$ cat src/hdl/pcs_pkg.sv
// block widths, scrambler polynomial taps and sync header codes for the 64b/66b PCS
`default_nettype none

package pcs_pkg;

	// one coded block is a 2-bit sync header above a 64-bit payload
	localparam int BLOCK_BITS   = 66;
	localparam int PAYLOAD_BITS = 64;
	localparam int HEADER_BITS  = 2;

	// polynomial 1 + x^39 + x^58
	// state length is the highest power
	localparam int SCRAMBLER_BITS = 58;
	// inner tap distance
	localparam int SCRAMBLER_TAP  = 39;

	// valid sync headers
	// data block, all eight payload bytes are data
	localparam logic [HEADER_BITS-1:0] SYNC_DATA = 2'b01;
	// control block, first payload byte is a block type field
	localparam logic [HEADER_BITS-1:0] SYNC_CTRL = 2'b10;

	// 00 and 11 are never sent and count as header errors

endpackage

`default_nettype wire

$ cat src/hdl/coded_block_if.sv
// coded_block_if interface, one 66-bit coded block with enable strobe and bypass level
`default_nettype none
`timescale 1ns/1ps

interface coded_block_if;

	// one block per pulse, no ready
	logic enable;
	// block travels unscrambled, polynomial state holds
	logic bypass;
	// sync header, never scrambled
	logic [pcs_pkg::HEADER_BITS-1:0] header;
	// 64 payload bits, msb is the first bit on the line
	logic [pcs_pkg::PAYLOAD_BITS-1:0] payload;

	// block producer
	modport source
	(
		output enable,
		output bypass,
		output header,
		output payload
	);

	// block consumers
	modport sink
	(
		input enable,
		input bypass,
		input header,
		input payload
	);

endinterface

`default_nettype wire

$ cat src/hdl/block_descrambler.sv
// block_descrambler, parallel self-synchronizing receive descrambler with bypass
`default_nettype none
`timescale 1ns/1ps

module block_descrambler
#(
	parameter logic [pcs_pkg::SCRAMBLER_BITS-1:0] RX_SEED = '0
)
(
	input  wire                              i_clock,
	input  wire                              i_reset,
	coded_block_if.sink                      i_line,
	output logic                             o_valid,
	output logic [pcs_pkg::BLOCK_BITS-1:0]   o_data
);

	// same split as the transmit side, 39 + 19 + 6
	localparam int STAGE_ONE   = pcs_pkg::SCRAMBLER_TAP;
	localparam int STAGE_TWO   = pcs_pkg::SCRAMBLER_BITS - pcs_pkg::SCRAMBLER_TAP;
	localparam int STAGE_THREE = pcs_pkg::PAYLOAD_BITS - pcs_pkg::SCRAMBLER_BITS;

	localparam int PB  = pcs_pkg::PAYLOAD_BITS;
	localparam int SB  = pcs_pkg::SCRAMBLER_BITS;
	localparam int TAP = pcs_pkg::SCRAMBLER_TAP;

	// last 58 received line bits, newest at bit 0
	logic [SB-1:0]          descrambler_state;
	logic [PB-1:0]          line_payload;
	logic [STAGE_ONE-1:0]   stage_one;
	logic [STAGE_TWO-1:0]   stage_two;
	logic [STAGE_THREE-1:0] stage_three;
	logic [PB-1:0]          plain_payload;

	assign line_payload = i_line.payload;

	// plain bit n = line n ^ line n-39 ^ line n-58
	// history is line bits, so no output feeds back
	// stage one, taps from stored line bits
	always_comb
	begin
		for (int i = 0; i < STAGE_ONE; i++)
			stage_one[STAGE_ONE-1-i] = line_payload[PB-1-i] ^
				descrambler_state[TAP-1-i] ^ descrambler_state[SB-1-i];
	end

	// stage two, x^39 tap from this block's line bits
	always_comb
	begin
		for (int j = 0; j < STAGE_TWO; j++)
			stage_two[STAGE_TWO-1-j] = line_payload[PB-1-TAP-j] ^
				line_payload[PB-1-j] ^ descrambler_state[SB-1-TAP-j];
	end

	// stage three, both taps inside this block
	always_comb
	begin
		for (int k = 0; k < STAGE_THREE; k++)
			stage_three[STAGE_THREE-1-k] = line_payload[PB-1-SB-k] ^
				line_payload[PB-1-STAGE_TWO-k] ^ line_payload[PB-1-k];
	end

	assign plain_payload = {stage_one, stage_two, stage_three};

	// state loads raw line bits
	// after one full block any seed error is gone
	always_ff @(posedge i_clock)
	begin
		if (i_reset)
			descrambler_state <= RX_SEED;
		else if (i_line.enable && !i_line.bypass)
			descrambler_state <= line_payload[SB-1:0];
	end

	// recovered block one cycle after the line strobe
	always_ff @(posedge i_clock)
	begin
		if (i_reset)
		begin
			o_valid <= 1'b0;
			o_data  <= '0;
		end
		else
		begin
			o_valid <= i_line.enable;
			if (i_line.enable)
				o_data <= {i_line.header, i_line.bypass ? line_payload : plain_payload};
		end
	end

	// no repeated valid unless a new line block arrived
	assert property (@(posedge i_clock) disable iff (i_reset)
		(o_valid && !i_line.enable) |=> !o_valid);

endmodule

`default_nettype wire

$ cat src/hdl/block_scrambler.sv
// block_scrambler, parallel transmit scrambler for 1 + x^39 + x^58 with seed and bypass
`default_nettype none
`timescale 1ns/1ps

module block_scrambler
#(
	parameter logic [pcs_pkg::SCRAMBLER_BITS-1:0] TX_SEED = '0
)
(
	input  wire                              i_clock,
	input  wire                              i_reset,
	input  wire                              i_enable,
	input  wire                              i_bypass,
	input  wire  [pcs_pkg::BLOCK_BITS-1:0]   i_data,
	coded_block_if.source                    o_line
);

	// stage widths, 39 + 19 + 6 = 64
	localparam int STAGE_ONE   = pcs_pkg::SCRAMBLER_TAP;
	localparam int STAGE_TWO   = pcs_pkg::SCRAMBLER_BITS - pcs_pkg::SCRAMBLER_TAP;
	localparam int STAGE_THREE = pcs_pkg::PAYLOAD_BITS - pcs_pkg::SCRAMBLER_BITS;

	localparam int PB  = pcs_pkg::PAYLOAD_BITS;
	localparam int SB  = pcs_pkg::SCRAMBLER_BITS;
	localparam int TAP = pcs_pkg::SCRAMBLER_TAP;

	// last 58 output bits, newest at bit 0
	logic [SB-1:0]          scrambler_state;
	logic [PB-1:0]          plain_payload;
	logic [STAGE_ONE-1:0]   stage_one;
	logic [STAGE_TWO-1:0]   stage_two;
	logic [STAGE_THREE-1:0] stage_three;
	logic [PB-1:0]          scrambled_payload;

	// header passes through, only the payload is scrambled
	assign plain_payload = i_data[PB-1:0];

	// output bit n = input n ^ output n-39 ^ output n-58, n = 0 at payload msb
	// stage one, both taps still in the stored state
	always_comb
	begin
		for (int i = 0; i < STAGE_ONE; i++)
			stage_one[STAGE_ONE-1-i] = plain_payload[PB-1-i] ^
				scrambler_state[TAP-1-i] ^ scrambler_state[SB-1-i];
	end

	// stage two, the x^39 tap falls on stage one outputs
	always_comb
	begin
		for (int j = 0; j < STAGE_TWO; j++)
			stage_two[STAGE_TWO-1-j] = plain_payload[PB-1-TAP-j] ^
				stage_one[STAGE_ONE-1-j] ^ scrambler_state[SB-1-TAP-j];
	end

	// stage three, both taps fall on stage one outputs
	always_comb
	begin
		for (int k = 0; k < STAGE_THREE; k++)
			stage_three[STAGE_THREE-1-k] = plain_payload[PB-1-SB-k] ^
				stage_one[STAGE_ONE-1-STAGE_TWO-k] ^ stage_one[STAGE_ONE-1-k];
	end

	assign scrambled_payload = {stage_one, stage_two, stage_three};

	// polynomial state, held in bypass and between blocks
	always_ff @(posedge i_clock)
	begin
		if (i_reset)
			scrambler_state <= TX_SEED;
		else if (i_enable && !i_bypass)
			// newest 58 outputs are the low payload bits
			scrambler_state <= scrambled_payload[SB-1:0];
	end

	// line block, one cycle after the input strobe
	always_ff @(posedge i_clock)
	begin
		if (i_reset)
		begin
			o_line.enable  <= 1'b0;
			o_line.bypass  <= 1'b0;
			o_line.header  <= '0;
			o_line.payload <= '0;
		end
		else
		begin
			o_line.enable <= i_enable;
			// data holds while enable is low
			if (i_enable)
			begin
				o_line.bypass  <= i_bypass;
				o_line.header  <= i_data[pcs_pkg::BLOCK_BITS-1:PB];
				o_line.payload <= i_bypass ? plain_payload : scrambled_payload;
			end
		end
	end

	// every input strobe gives exactly one line strobe a cycle later
	assert property (@(posedge i_clock) disable iff (i_reset)
		i_enable |=> o_line.enable);
	assert property (@(posedge i_clock) disable iff (i_reset)
		o_line.enable |-> $past(i_enable));

endmodule

`default_nettype wire

$ cat src/hdl/pcs_scramble_loop.sv
// pcs_scramble_loop, loopback of scrambler, descrambler and sync header monitor
`default_nettype none
`timescale 1ns/1ps

module pcs_scramble_loop
#(
	// scrambler start state, any value but zero keeps the line busy
	parameter logic [pcs_pkg::SCRAMBLER_BITS-1:0] TX_SEED = 58'h3ff_ffff_ffff_ffff,
	// descrambler start state, need not match
	parameter logic [pcs_pkg::SCRAMBLER_BITS-1:0] RX_SEED = 58'h3ff_ffff_ffff_ffff,
	// lock hunt length
	parameter int LOCK_COUNT    = 64,
	// errors per window that drop lock
	parameter int LOSS_COUNT    = 16,
	parameter int WINDOW_BLOCKS = 64
)
(
	input  wire                              i_clock,
	input  wire                              i_reset,
	// transmit side, one coded block per strobe
	input  wire                              i_enable,
	input  wire                              i_bypass,
	input  wire  [pcs_pkg::BLOCK_BITS-1:0]   i_data,
	// scrambled line block, 1 cycle after i_enable
	output logic                             o_line_valid,
	output logic [pcs_pkg::BLOCK_BITS-1:0]   o_line_data,
	// recovered block, 2 cycles after i_enable
	output logic                             o_valid,
	output logic [pcs_pkg::BLOCK_BITS-1:0]   o_data,
	// receive link status
	output logic                             o_block_lock,
	output logic [15:0]                      o_header_errors
);

	// line side, one driver and two readers
	coded_block_if line_if ();

	// transmit scrambler
	block_scrambler
	#(
		.TX_SEED (TX_SEED)
	)
	block_scrambler_inst
	(
		.i_clock  (i_clock),
		.i_reset  (i_reset),
		.i_enable (i_enable),
		.i_bypass (i_bypass),
		.i_data   (i_data),
		.o_line   (line_if.source)
	);

	// receive descrambler
	block_descrambler
	#(
		.RX_SEED (RX_SEED)
	)
	block_descrambler_inst
	(
		.i_clock (i_clock),
		.i_reset (i_reset),
		.i_line  (line_if.sink),
		.o_valid (o_valid),
		.o_data  (o_data)
	);

	// header check and lock, in parallel with the descrambler
	sync_header_monitor
	#(
		.LOCK_COUNT    (LOCK_COUNT),
		.LOSS_COUNT    (LOSS_COUNT),
		.WINDOW_BLOCKS (WINDOW_BLOCKS)
	)
	sync_header_monitor_inst
	(
		.i_clock         (i_clock),
		.i_reset         (i_reset),
		.i_line          (line_if.sink),
		.o_block_lock    (o_block_lock),
		.o_header_errors (o_header_errors)
	);

	// line block made visible for checking
	assign o_line_valid = line_if.enable;
	assign o_line_data  = {line_if.header, line_if.payload};

endmodule

`default_nettype wire

$ cat src/hdl/sync_header_monitor.sv
// sync_header_monitor, invalid header counter and block lock FSM on aligned line blocks
`default_nettype none
`timescale 1ns/1ps

module sync_header_monitor
#(
	parameter int LOCK_COUNT    = 64,
	parameter int LOSS_COUNT    = 16,
	parameter int WINDOW_BLOCKS = 64
)
(
	input  wire          i_clock,
	input  wire          i_reset,
	coded_block_if.sink  i_line,
	output logic         o_block_lock,
	output logic [15:0]  o_header_errors
);

	localparam int RUN_BITS    = $clog2(LOCK_COUNT + 1);
	localparam int LOSS_BITS   = $clog2(LOSS_COUNT + 1);
	localparam int WINDOW_BITS = $clog2(WINDOW_BLOCKS + 1);

	typedef enum logic
	{
		ST_UNLOCKED,
		ST_LOCKED
	} lock_state_t;

	lock_state_t            lock_state;
	// consecutive good headers while hunting
	logic [RUN_BITS-1:0]    valid_run;
	// blocks seen in the current window
	logic [WINDOW_BITS-1:0] window_count;
	// bad headers seen in the current window
	logic [LOSS_BITS-1:0]   window_errors;
	logic                   header_valid;
	logic                   header_error;

	// only 01 and 10 are legal
	assign header_valid = (i_line.header == pcs_pkg::SYNC_DATA) ||
		(i_line.header == pcs_pkg::SYNC_CTRL);
	assign header_error = i_line.enable && !header_valid;

	assign o_block_lock = (lock_state == ST_LOCKED);

	// lock hunt and loss detection
	always_ff @(posedge i_clock)
	begin
		if (i_reset)
		begin
			lock_state    <= ST_UNLOCKED;
			valid_run     <= '0;
			window_count  <= '0;
			window_errors <= '0;
		end
		else if (i_line.enable)
		begin
			case (lock_state)
				ST_UNLOCKED:
				begin
					if (!header_valid)
						// one bad header restarts the hunt
						valid_run <= '0;
					else if (valid_run == RUN_BITS'(LOCK_COUNT - 1))
					begin
						lock_state    <= ST_LOCKED;
						valid_run     <= '0;
						// first window starts on the next block
						window_count  <= '0;
						window_errors <= '0;
					end
					else
						valid_run <= valid_run + 1'b1;
				end
				ST_LOCKED:
				begin
					if (!header_valid && window_errors == LOSS_BITS'(LOSS_COUNT - 1))
					begin
						// too many errors in this window
						lock_state <= ST_UNLOCKED;
						valid_run  <= '0;
					end
					else if (window_count == WINDOW_BITS'(WINDOW_BLOCKS - 1))
					begin
						// window end, fresh count
						window_count  <= '0;
						window_errors <= '0;
					end
					else
					begin
						window_count <= window_count + 1'b1;
						if (!header_valid)
							window_errors <= window_errors + 1'b1;
					end
				end
				default:
					lock_state <= ST_UNLOCKED;
			endcase
		end
	end

	// total bad headers, sticks at all ones
	always_ff @(posedge i_clock)
	begin
		if (i_reset)
			o_header_errors <= '0;
		else if (header_error && o_header_errors != 16'hffff)
			o_header_errors <= o_header_errors + 1'b1;
	end

	// error count is monotonic outside reset
	assert property (@(posedge i_clock) disable iff (i_reset)
		!$past(i_reset) |-> o_header_errors >= $past(o_header_errors));

endmodule

`default_nettype wire

$ cat config.mk
export PLATFORM = sky130hd
export DESIGN_NAME = pcs_scramble_loop
export DESIGN_NICKNAME = d
export VERILOG_FILES = /design/src/hdl/pcs_pkg.sv /design/src/hdl/coded_block_if.sv /design/src/hdl/block_descrambler.sv /design/src/hdl/block_scrambler.sv /design/src/hdl/pcs_scramble_loop.sv /design/src/hdl/sync_header_monitor.sv
export SDC_FILE = /design/constraint.sdc
export NUM_CORES = 1
export LEC_CHECK = 0
export BUFFER_PORTS_ARGS = -buffer_cell sky130_fd_sc_hd__buf_4
export CAP_MARGIN = 15
export CORE_ASPECT_RATIO = 0.6
export CORE_MARGIN = 5
export CORE_UTILIZATION = 40
export CTS_BUF_LIST = sky130_fd_sc_hd__clkbuf_4 sky130_fd_sc_hd__clkbuf_8 sky130_fd_sc_hd__clkbuf_16
export CTS_CLUSTER_SIZE = 25
export DETAILED_ROUTE_END_ITERATION = 10
export GPL_ROUTABILITY_DRIVEN = 0
export PLACE_DENSITY = 0.63
export SYNTH_ARGS = -nofsm -noshare
export SYNTH_HDL_FRONTEND = slang
export SYNTH_SLANG_ARGS = --single-unit
$ cat constraint.sdc
create_clock -name i_clock -period 2.4 [get_ports i_clock]
set_input_delay 0.12 -clock i_clock [delete_from_list [all_inputs] [get_ports i_clock]]
set_output_delay 0.12 -clock i_clock [all_outputs]
set_load 0.02 [all_outputs]
---- After elaboration in Yosys (flattened, before gate mapping) ----
Index checks and enable logic that the tools add are counted.
word-level totals
  bits of input ports ..................... 70
  bits in latches ......................... 0
  bits in writable memories ............... 0
  word-level logic and storage cells ...... 318
  memory bits (read-only) ................. 0
  register bits after elaboration ......... 287
  output and inout bits ................... 151
  memories ................................ 0
operators by class
  div/mod/pow operators ................... 0
  shift-type cells ........................ 0
  $mul .................................... 0
  order comparisons ....................... 0
  equality and inequality tests ........... 11
  muxes and demuxes ....................... 21
  add/subtract/negate cells ............... 4
  bitwise logic cells ..................... 257
  reductions and logical operators ........ 12
operators with widths
  cell                                                   count
  bitwise XOR 1 bit                                      256
  2-to-1 mux 64 bit                                      2
  2-to-1 mux 7 bit                                       7
  case mux 7 bit (2 select lines)                        2
  2-to-1 mux 5 bit                                       5
  adder 16 x 1 -> 16 bit, second input constant          1
  inequality test 16 bit, second input constant          1
  adder 7 x 1 -> 7 bit, second input constant            2
  equality test 7 x 6 -> 1 bit, second input constant    2
  case mux 5 bit (2 select lines)                        1
  adder 5 x 1 -> 5 bit, second input constant            1
  equality test 5 x 4 -> 1 bit, second input constant    1
  logical AND 1 bit                                      5
  AND reduction 5 bit                                    1
  inequality test 2 x 1 -> 1 bit, second input constant  2
  inequality test 2 bit, second input constant           2
  AND reduction 4 bit                                    1
  zero test 1 bit                                        3
  2-to-1 mux 1 bit                                       3
  inequality test 3 bit, second input constant           1
  equality test 2 x 1 -> 1 bit, second input constant    1
  equality test 2 bit, second input constant             1
  case mux 1 bit (2 select lines)                        1
  AND reduction 2 bit                                    1
  2 further kinds                                        2

---- Longest topological paths before layout ----
Gate-level depths: netlist of run 1.
  depth in word-level cells ............... 6
  gate-level depth with buffers ........... 8
  depth with buffers taken out ............ 7

---- By module ----
A second synthesis of run 1 with hierarchy kept.
second synthesis, totals
  cell total of the unflattened synthesis .. 1547
  area, all modules ....................... 14156.1 µm²
by module, submodules not included
  module               sequential area each (µm²)  times used  area each (µm²)  cells each
  block_scrambler      2522.4                      1           6444.9           694
  block_descrambler    2502.4                      1           5816.8           623
  sync_header_monitor  720.7                       1           1894.3           230

---- Worst setup path before layout of run 1 ----
OpenSTA, ideal clock, no wires.
  kind .................................... register to register
  start point ............................. register sync_header_monitor_inst.o_header_errors[0]
  end point ............................... register sync_header_monitor_inst.o_header_errors[0]
  slack ................................... 0.536 ns
  setup time .............................. 0.121 ns
  cell stages (with the launch flop) ...... 7
  arrival time ............................ 1.743 ns
  period minus slack after synthesis ...... 1.864 ns
  buffers on the path ..................... 1
  required time ........................... 2.279 ns
  path through ............................ dfxtp_1 -> ha_1 -> clkbuf_1 -> nand3_1 -> nor4_2 -> a21oi_1 -> mux2_2
on the way
  word-level cells in the longest chain between the ends .. 2
  elaborated cells between the ends (all ways) .. 3
  classes of those cells .................. add/sub (1); eq/ne (1); reduce/logical (1)
RTL lines
  item                                                                            RTL line                    RTL
  from (decl)                                                                     sync_header_monitor.sv:16   output logic [15:0] o_header_errors
  from (signal assigned)                                                          sync_header_monitor.sv:108  o_header_errors <= o_header_errors + 1'b1;
  parallel branches: the longest is 2 deep, another holds adder 16 x 1 -> 16 bit  n/a
Several ways; the timed one is not identified.
A chain may end at the register's enable or synchronous reset.

---- Final worst setup path of run 1 ----
  start point ............................. register sync_header_monitor_inst.window_errors[0]
  end point ............................... register sync_header_monitor_inst.window_count[4]
on the way
  word-level cells in the longest chain between the ends .. 4
RTL lines
  item                                    RTL line                   RTL
  from (decl)                             sync_header_monitor.sv:35  logic [LOSS_BITS-1:0] window_errors;
  from (signal assigned)                  sync_header_monitor.sv:93  window_errors <= window_errors + 1'b1;
  equality test 5 x 4 -> 1 bit            sync_header_monitor.sv:77  if (!header_valid && window_errors == LOSS_BITS'(LOSS_COUNT - 1))
  logical AND 1 bit                       sync_header_monitor.sv:77
  inequality test 2 bit (no source line)  n/a
  AND reduction 4 bit (no source line)    n/a
  to (signal assigned)                    sync_header_monitor.sv:91  window_count <= window_count + 1'b1;
  to (decl)                               sync_header_monitor.sv:33  logic [WINDOW_BITS-1:0] window_count;
No other way between the ends.

==> flow_metrics.py, run 1 <==
metrics = {
    "clock_network": {
        "root_buffer": "clkbuf_16",
        "clock_latency_ns": 0.57,
        "cts_tree": "built",
        "cts_max_level": 1,
        "cts_made_buffers": 30,
        "cts.sink_count": 287,
        "clock_path_buffers": 3,
        "path_clk_slew_ns": 0.06,
        "post_cts.repair.setup_buffers": 0,
    },
    "sta": {
        "fin_worst_skew_ns": 0.01589,
        "tightest_slew_ns": 0.7311,
        "slew_violations": 0,
        "clock.fmax_ghz": 0.4843,
        "min_period_ns": 2.065,
        "timing.final.crit_share_pct": 86.04,
        "setup_viol": 0,
        "rsz0062_at_grt": "false",
        "slew_headroom_pct": 51.19,
        "hold_violations": 0,
        "fin_setup_tns_ns": 0,
    },
    "route": {
        "drc_errors": 0,
        "drt_iter0_drc": 1388,
        "totalWireLength_um": 51480,
        "drt_pass1_iterations": 5,
        "wire_per_inst_um": 21.91,
        "vias_per_cell": 5.633,
        "via_count": 13230,
        "ant_nets": 0,
    },
    "place": {
        "io_buffers": 220,
        "hpwl_um": 38000,
        "placement.cell_area_um2": 16180,
        "dpl.cell_count": 2228,
    },
    "worst_setup_path": {
        "slowest_stage": "o21ai_1",
        "cpMostUsedCell": "ha_1",
        "setup.worst_path.end_class": "flop",
        "cp_slowest_stage_delay_ns": 0.43,
        "cpLargestDelayFamily": "compound AO/OA/AOI/OAI gates",
        "critPathLaunchType": "flop",
        "crit_fanout": 7,
        "crit_required_ns": 2.85,
        "cp_cell_sequence": "ha_1 > and3_1 > ha_1 > inv_1 > o21ai_1 > nand2_1 > o311ai_0",
        "path_class": "reg -> reg",
        "r2r_start": "sync_header_monitor_inst.window_errors[0]",
        "crit_buf_inv": 1,
        "critPathLaunch": "sync_header_monitor_inst.window_errors[0]",
        "crit_arrival_ns": 2.52,
    },
    "layout": {
        "areaGrowthSynthToFinish_pct": 27.04,
        "final_area_um2": 17900,
        "drive_gt1_share_pct": 17.49,
        "multi_input_area_um2": 7850,
        "fill_cells": 3315,
        "register_area_um2": 5751,
        "nets": 1934,
        "fin_cells": 2349,
    },
    "die": {
        "coreArea_um2": 34880,
        "io_pins": 221,
        "die-area_um2": 39210,
        "dieHeight_um": 155.4,
        "die_w_um": 252.3,
        "initial_core_util_pct": 40.40,
        "num_rows": 53,
    },
    "synth": {
        "synth_commonest_cells": "287 x dfxtp_1, 182 x nand2_1, 150 x nor2_1, 136 x o21ai_0, 125 x xnor2_1",
        "synth_edf_count": 0,
        "post_synth.cell_area_avg_um2": 8.620,
        "syn_inst": 1635,
        "post-synth-top-count-cell": "dfxtp_1",
        "synth_top_cell_area_share_pct": 40.77,
        "synthArstFlopShare_pct": 0,
        "syn_nets": 1710,
        "yosysWarnings": 0,
        "ys.flop_type": "dfxtp_1",
        "yosys.cell_types.count": 59,
        "ys_seq_area_share_pct": 40.77,
        "yosysTopAreaCell": "dfxtp_1",
        "yosys-top-cells-area": "dfxtp_1 41%, xnor2_1 7.8%, a311oi_1 6.8%, or3_1 4.9%, nand2_1 4.8%",
        "netlist_area_um2": 14090,
        "yosys_register_bits": 287,
    },
    "outcome": {
        "status": "complete, no violations",
    },
    "power_and_ir_drop": {
        "p_leak_nw": 7.140,
        "p_per_area_nw_per_um2": 744.9,
        "vdd_ir_drop_max_mv": 0.5753,
    },
    "flow_run": {
        "maxCapViolCount": 0,
    },
    "hold_path": {
        "min_from": "i_data[0]",
        "holdCritPathClass": "in -> reg",
    },
    "grt": {
        "grt_pass1_wl_um": 76320,
        "first_global_vias": 11950,
        "grt_max_degree": 108,
        "antenna_found_initial": 3,
        "grt.total_usage_pct": 25.32,
        "overflow": 0,
    },
}
## report_power, final
part / switching, W / internal, W / total, W
clock network: 0.00199 / 0.00300 / 0.00499
registers: 0.000546 / 0.00511 / 0.00565
logic: 0.00149 / 0.00121 / 0.00269
## per-layer routing
metal | vias to the layer above | GRT usage, % | part of all wire, %
li1 | 6310 | - | -
met2 | 555 | 35.79 | 40
met3 | 62 | 7.001 | 11
met4 | 4 | 4.313 | 1.8
met5 | - | 0 | 0.052
met1 | 6300 | 38.78 | 47
## what timing repair did
item                      4_1_cts  5_1_grt
hold buffers                   66        0
hold endpoints to repair      113        0
resized for setup               0        0
## cells by family after synthesis
| group | Yosys count | synth area share, % |
|---|---|---|
| xor+xnor | 214 | 15.29 |
| fa+ha+maj | 5 | 0.4439 |
| flops | 287 | 40.77 |
| mux | 22 | 1.642 |
| buf+inv | 135 | 3.658 |
| compound gates | 375 | 17.84 |
| simple gates | 597 | 20.36 |
## path summary, 6_finish.rpt
path | end | slack [ns] | depth (start not counted)
hold / removal | block_scrambler_inst.scrambler_state[0] | 0.03 | 5
setup / recovery | sync_header_monitor_inst.window_count[4] | 0.34 | 7
hold reg to reg | sync_header_monitor_inst.window_errors[4] | 0.46 | 2
setup reg to reg | sync_header_monitor_inst.window_count[4] | 0.34 | 7
## through the flow
step	hold WS [ns]	util (%)	worst slack, ns	total power, W
final	0.03167	51.33	0.3351	0.01334
after global routing	0.04363	51.32	0.1755	0.01387
after CTS	0.01547	51.32	0.3713	0.01336
after detailed placement	0.3769	46.38	0.3508	0.008308
after global placement	0.3604	46.38	0.4243	0.008265
after floorplan	0.2674	-	0.5359	0.007196
## layout make-up
type                            instances  area share, %
Antenna cell                            1        0.01398
Multi-Input combinational cell       1213          43.84
Inverter                                9         0.1887
Tap cell                              467          3.263
Sequential cell                       287          32.12
Clock inverter                          5         0.4403
Clock buffer                           49          5.507
Timing Repair Buffer                  318          14.63
## state kept, by name, summed over array words and instances (netlist names)
register                                  flops
block_scrambler_inst.o_line.bypass            1
sync_header_monitor_inst.window_errors        5
block_scrambler_inst.o_line.payload          64
block_scrambler_inst.o_line.header            2
block_descrambler_inst.descrambler_state     58
block_descrambler_inst.o_valid                1
block_descrambler_inst.o_data                66
sync_header_monitor_inst.valid_run            7
sync_header_monitor_inst.window_count         7
block_scrambler_inst.o_line.enable            1
sync_header_monitor_inst.o_block_lock         1
block_scrambler_inst.scrambler_state         58
sync_header_monitor_inst.o_header_errors     16
## placed cells by master, fill, tap and decap left out, types with 31 or more instances in the layout
cell,netlist,routed
a21oi_1,41,41
a311oi_1,109,109
buf_4,0,246
clkbuf_16,0,31
dfxtp_1,287,285
dlygate4sd3_1,0,66
nand2_1,182,182
nand3_1,76,76
nor2_1,150,150
o211ai_1,34,34
o21ai_0,136,136
or3_1,110,110
xnor2_1,125,125
xor2_1,68,68
## worst register-to-register path: stages (launching register included)
cell and delay (ns):
dfxtp_1 0.37, ha_1 0.21, and3_1 0.17, ha_1 0.24, inv_1 0.09, o21ai_1 0.43
nand2_1 0.14, o311ai_0 0.30
No activity file was read; power rests on OpenSTA's default activity.
==> run 2, diff against run 1 <==
Settings changed: CORE_UTILIZATION 40 to 35, PLACE_DENSITY 0.63 to 0.57.
==> run 2 against run 1 <==
Register-to-register slack got worse by 0.04 ns. Combinational power about the same. Sequential cell count unchanged. Core utilization is 5.9 points lower.
==> flow_metrics.py, run 2 (synthesized netlist as in run 1, its figures left out) <==
metrics = {
    "clock_network": {
        "clock_latency_ns": 0.58,
        "path_clk_slew_ns": 0.06,
        "clock_path_buffers": 3,
        "root_buffer": "clkbuf_16",
        "cts_max_level": 1,
        "ctsResizeCount": 0,
        "cts_tree": "built",
        "cts.sink_count": 287,
        "cts_made_buffers": 30,
    },
    "worst_setup_path": {
        "crit_required_ns": 2.88,
        "crit_buf_inv": 0,
        "cpMostUsedCell": "ha_1",
        "cp_slowest_stage_delay_ns": 0.57,
        "cpLargestDelayFamily": "compound AO/OA/AOI/OAI gates",
        "setup.worst_path.end_class": "flop",
        "path_class": "reg -> reg",
        "cp_cell_sequence": "ha_1 > and3_1 > ha_1 > a31oi_1 > o21ai_0 > a221oi_1",
        "critPathLaunchType": "flop",
        "crit_arrival_ns": 2.58,
        "crit_fanout": 8,
        "r2r_slack_ns": 0.30,
        "slowest_stage": "a31oi_1",
    },
    "layout": {
        "mostFrequentLayoutCells": "285 x dfxtp_1, 245 x buf_4, 182 x nand2_1, 150 x nor2_1, 136 x o21ai_0",
        "drive_gt1_share_pct": 17.38,
        "regMostFlops": "block_descrambler_inst.o_data",
        "fin_cells": 2404,
        "final_area_um2": 17920,
        "largest_reg_flops": 66,
        "largest_registers": "block_descrambler_inst.o_data: 66 flops, block_scrambler_inst.o_line.payload: 64 flops",
        "final_common_cell": "dfxtp_1",
        "nets": 1934,
        "areaGrowthSynthToFinish_pct": 27.15,
    },
    "route": {
        "via_count": 13040,
        "vias_per_cell": 5.425,
        "totalWireLength_um": 53740,
        "drt_pass1_iterations": 5,
        "drt_iter0_drc": 1570,
        "drc_errors": 0,
        "wire_per_inst_um": 22.35,
        "ant_nets": 0,
    },
    "sta": {
        "timing.final.crit_share_pct": 87.56,
        "setup_viol": 0,
        "slew_violations": 0,
        "hold_violations": 0,
        "rsz0062_at_grt": "false",
        "setup_slack_ns": 0.2985,
        "fin_setup_tns_ns": 0,
        "tightest_slew_ns": 0.8158,
        "min_period_ns": 2.102,
        "clock.fmax_ghz": 0.4758,
        "slew_headroom_pct": 45.23,
        "fin_worst_skew_ns": 0.02066,
    },
    "hold_path": {
        "holdCritPathClass": "in -> reg",
    },
    "die": {
        "io_pins": 221,
        "die-area_um2": 44510,
        "dieHeight_um": 165.4,
        "coreArea_um2": 39450,
        "die_w_um": 269.1,
        "num_rows": 56,
        "initial_core_util_pct": 35.73,
    },
    "place": {
        "dpl.cell_count": 2281,
        "placement.cell_area_um2": 16220,
        "dpl_worst_slack_ns": 0.3526,
        "io_buffers": 220,
        "hpwl_um": 40030,
    },
    "power_and_ir_drop": {
        "p_leak_nw": 7.111,
        "vdd_ir_drop_max_mv": 0.4710,
        "p_per_area_nw_per_um2": 737.9,
    },
    "grt": {
        "grt_max_degree": 71,
        "overflow": 0,
        "grt.total_usage_pct": 23.27,
        "antenna_found_initial": 3,
        "first_global_vias": 11690,
        "grt_pass1_wl_um": 77650,
    },
    "outcome": {
        "status": "complete, no violations",
    },
    "flow_run": {
        "maxCapViolCount": 0,
    },
}
run 2: tightest hold or removal path, delay by kind of cell:
family          cells  cell delay, ns
mux                 1            0.09
compound gates      1            0.22
buf+inv             1            0.10
run 2: timing repair:
action | in CTS | in global routing
hold endpoints to repair | 129 | 0
hold buffers | 68 | 0
setup buffers | 0 | 0
run 2: path summary, 6_finish.rpt:
| check | start | endpoint | cells past startpoint |
|---|---|---|---|
| worst max register to register | sync_header_monitor_inst.window_errors[0] | sync_header_monitor_inst.valid_run[5] | 6 |
| worst min-delay path | i_data[1] | block_scrambler_inst.o_line.payload[1] | 3 |
| worst min register to register | sync_header_monitor_inst.window_count[6] | sync_header_monitor_inst.window_count[6] | 2 |
| worst max-delay path | sync_header_monitor_inst.window_errors[0] | sync_header_monitor_inst.valid_run[5] | 6 |
run 2: metrics by stage:
stage	total power [W]	hold slack, ns	utilization, %
2_1_floorplan	0.007196	0.2674	-
3_3_place_gp	0.008293	0.3587	41.11
3_5_place_dp	0.008331	0.3654	41.11
4_1_cts	0.01327	0.005535	45.42
5_1_grt	0.01376	0.0007163	45.42
6_report	0.01322	0.02093	45.43
run 2: routing by layer:
metal	wire length [um]	global-route usage (%)	vias up
met3	5161	5.301	49
met4	861	3.888	2
met2	21490	32.34	504
met5	13	0	-
li1	-	-	6293
met1	26220	36.70	6194
run 2: cell type report:
cell class | instances | area [um^2]
Inverter | 9 | 33.78
Clock inverter | 6 | 58.81
Timing Repair Buffer | 318 | 2611
Multi-Input combinational cell | 1213 | 7850
Fill cell | 3810 | 21530
Tap cell | 522 | 653.1
Antenna cell | 1 | 2.502
Clock buffer | 48 | 959.7
Sequential cell | 287 | 5751
run 2: power breakdown:
group,switching [W],internal [W]
logic,0.00148,0.00120
clock network,0.00203,0.00283
registers,0.000574,0.00511
total,0.00408,0.00914
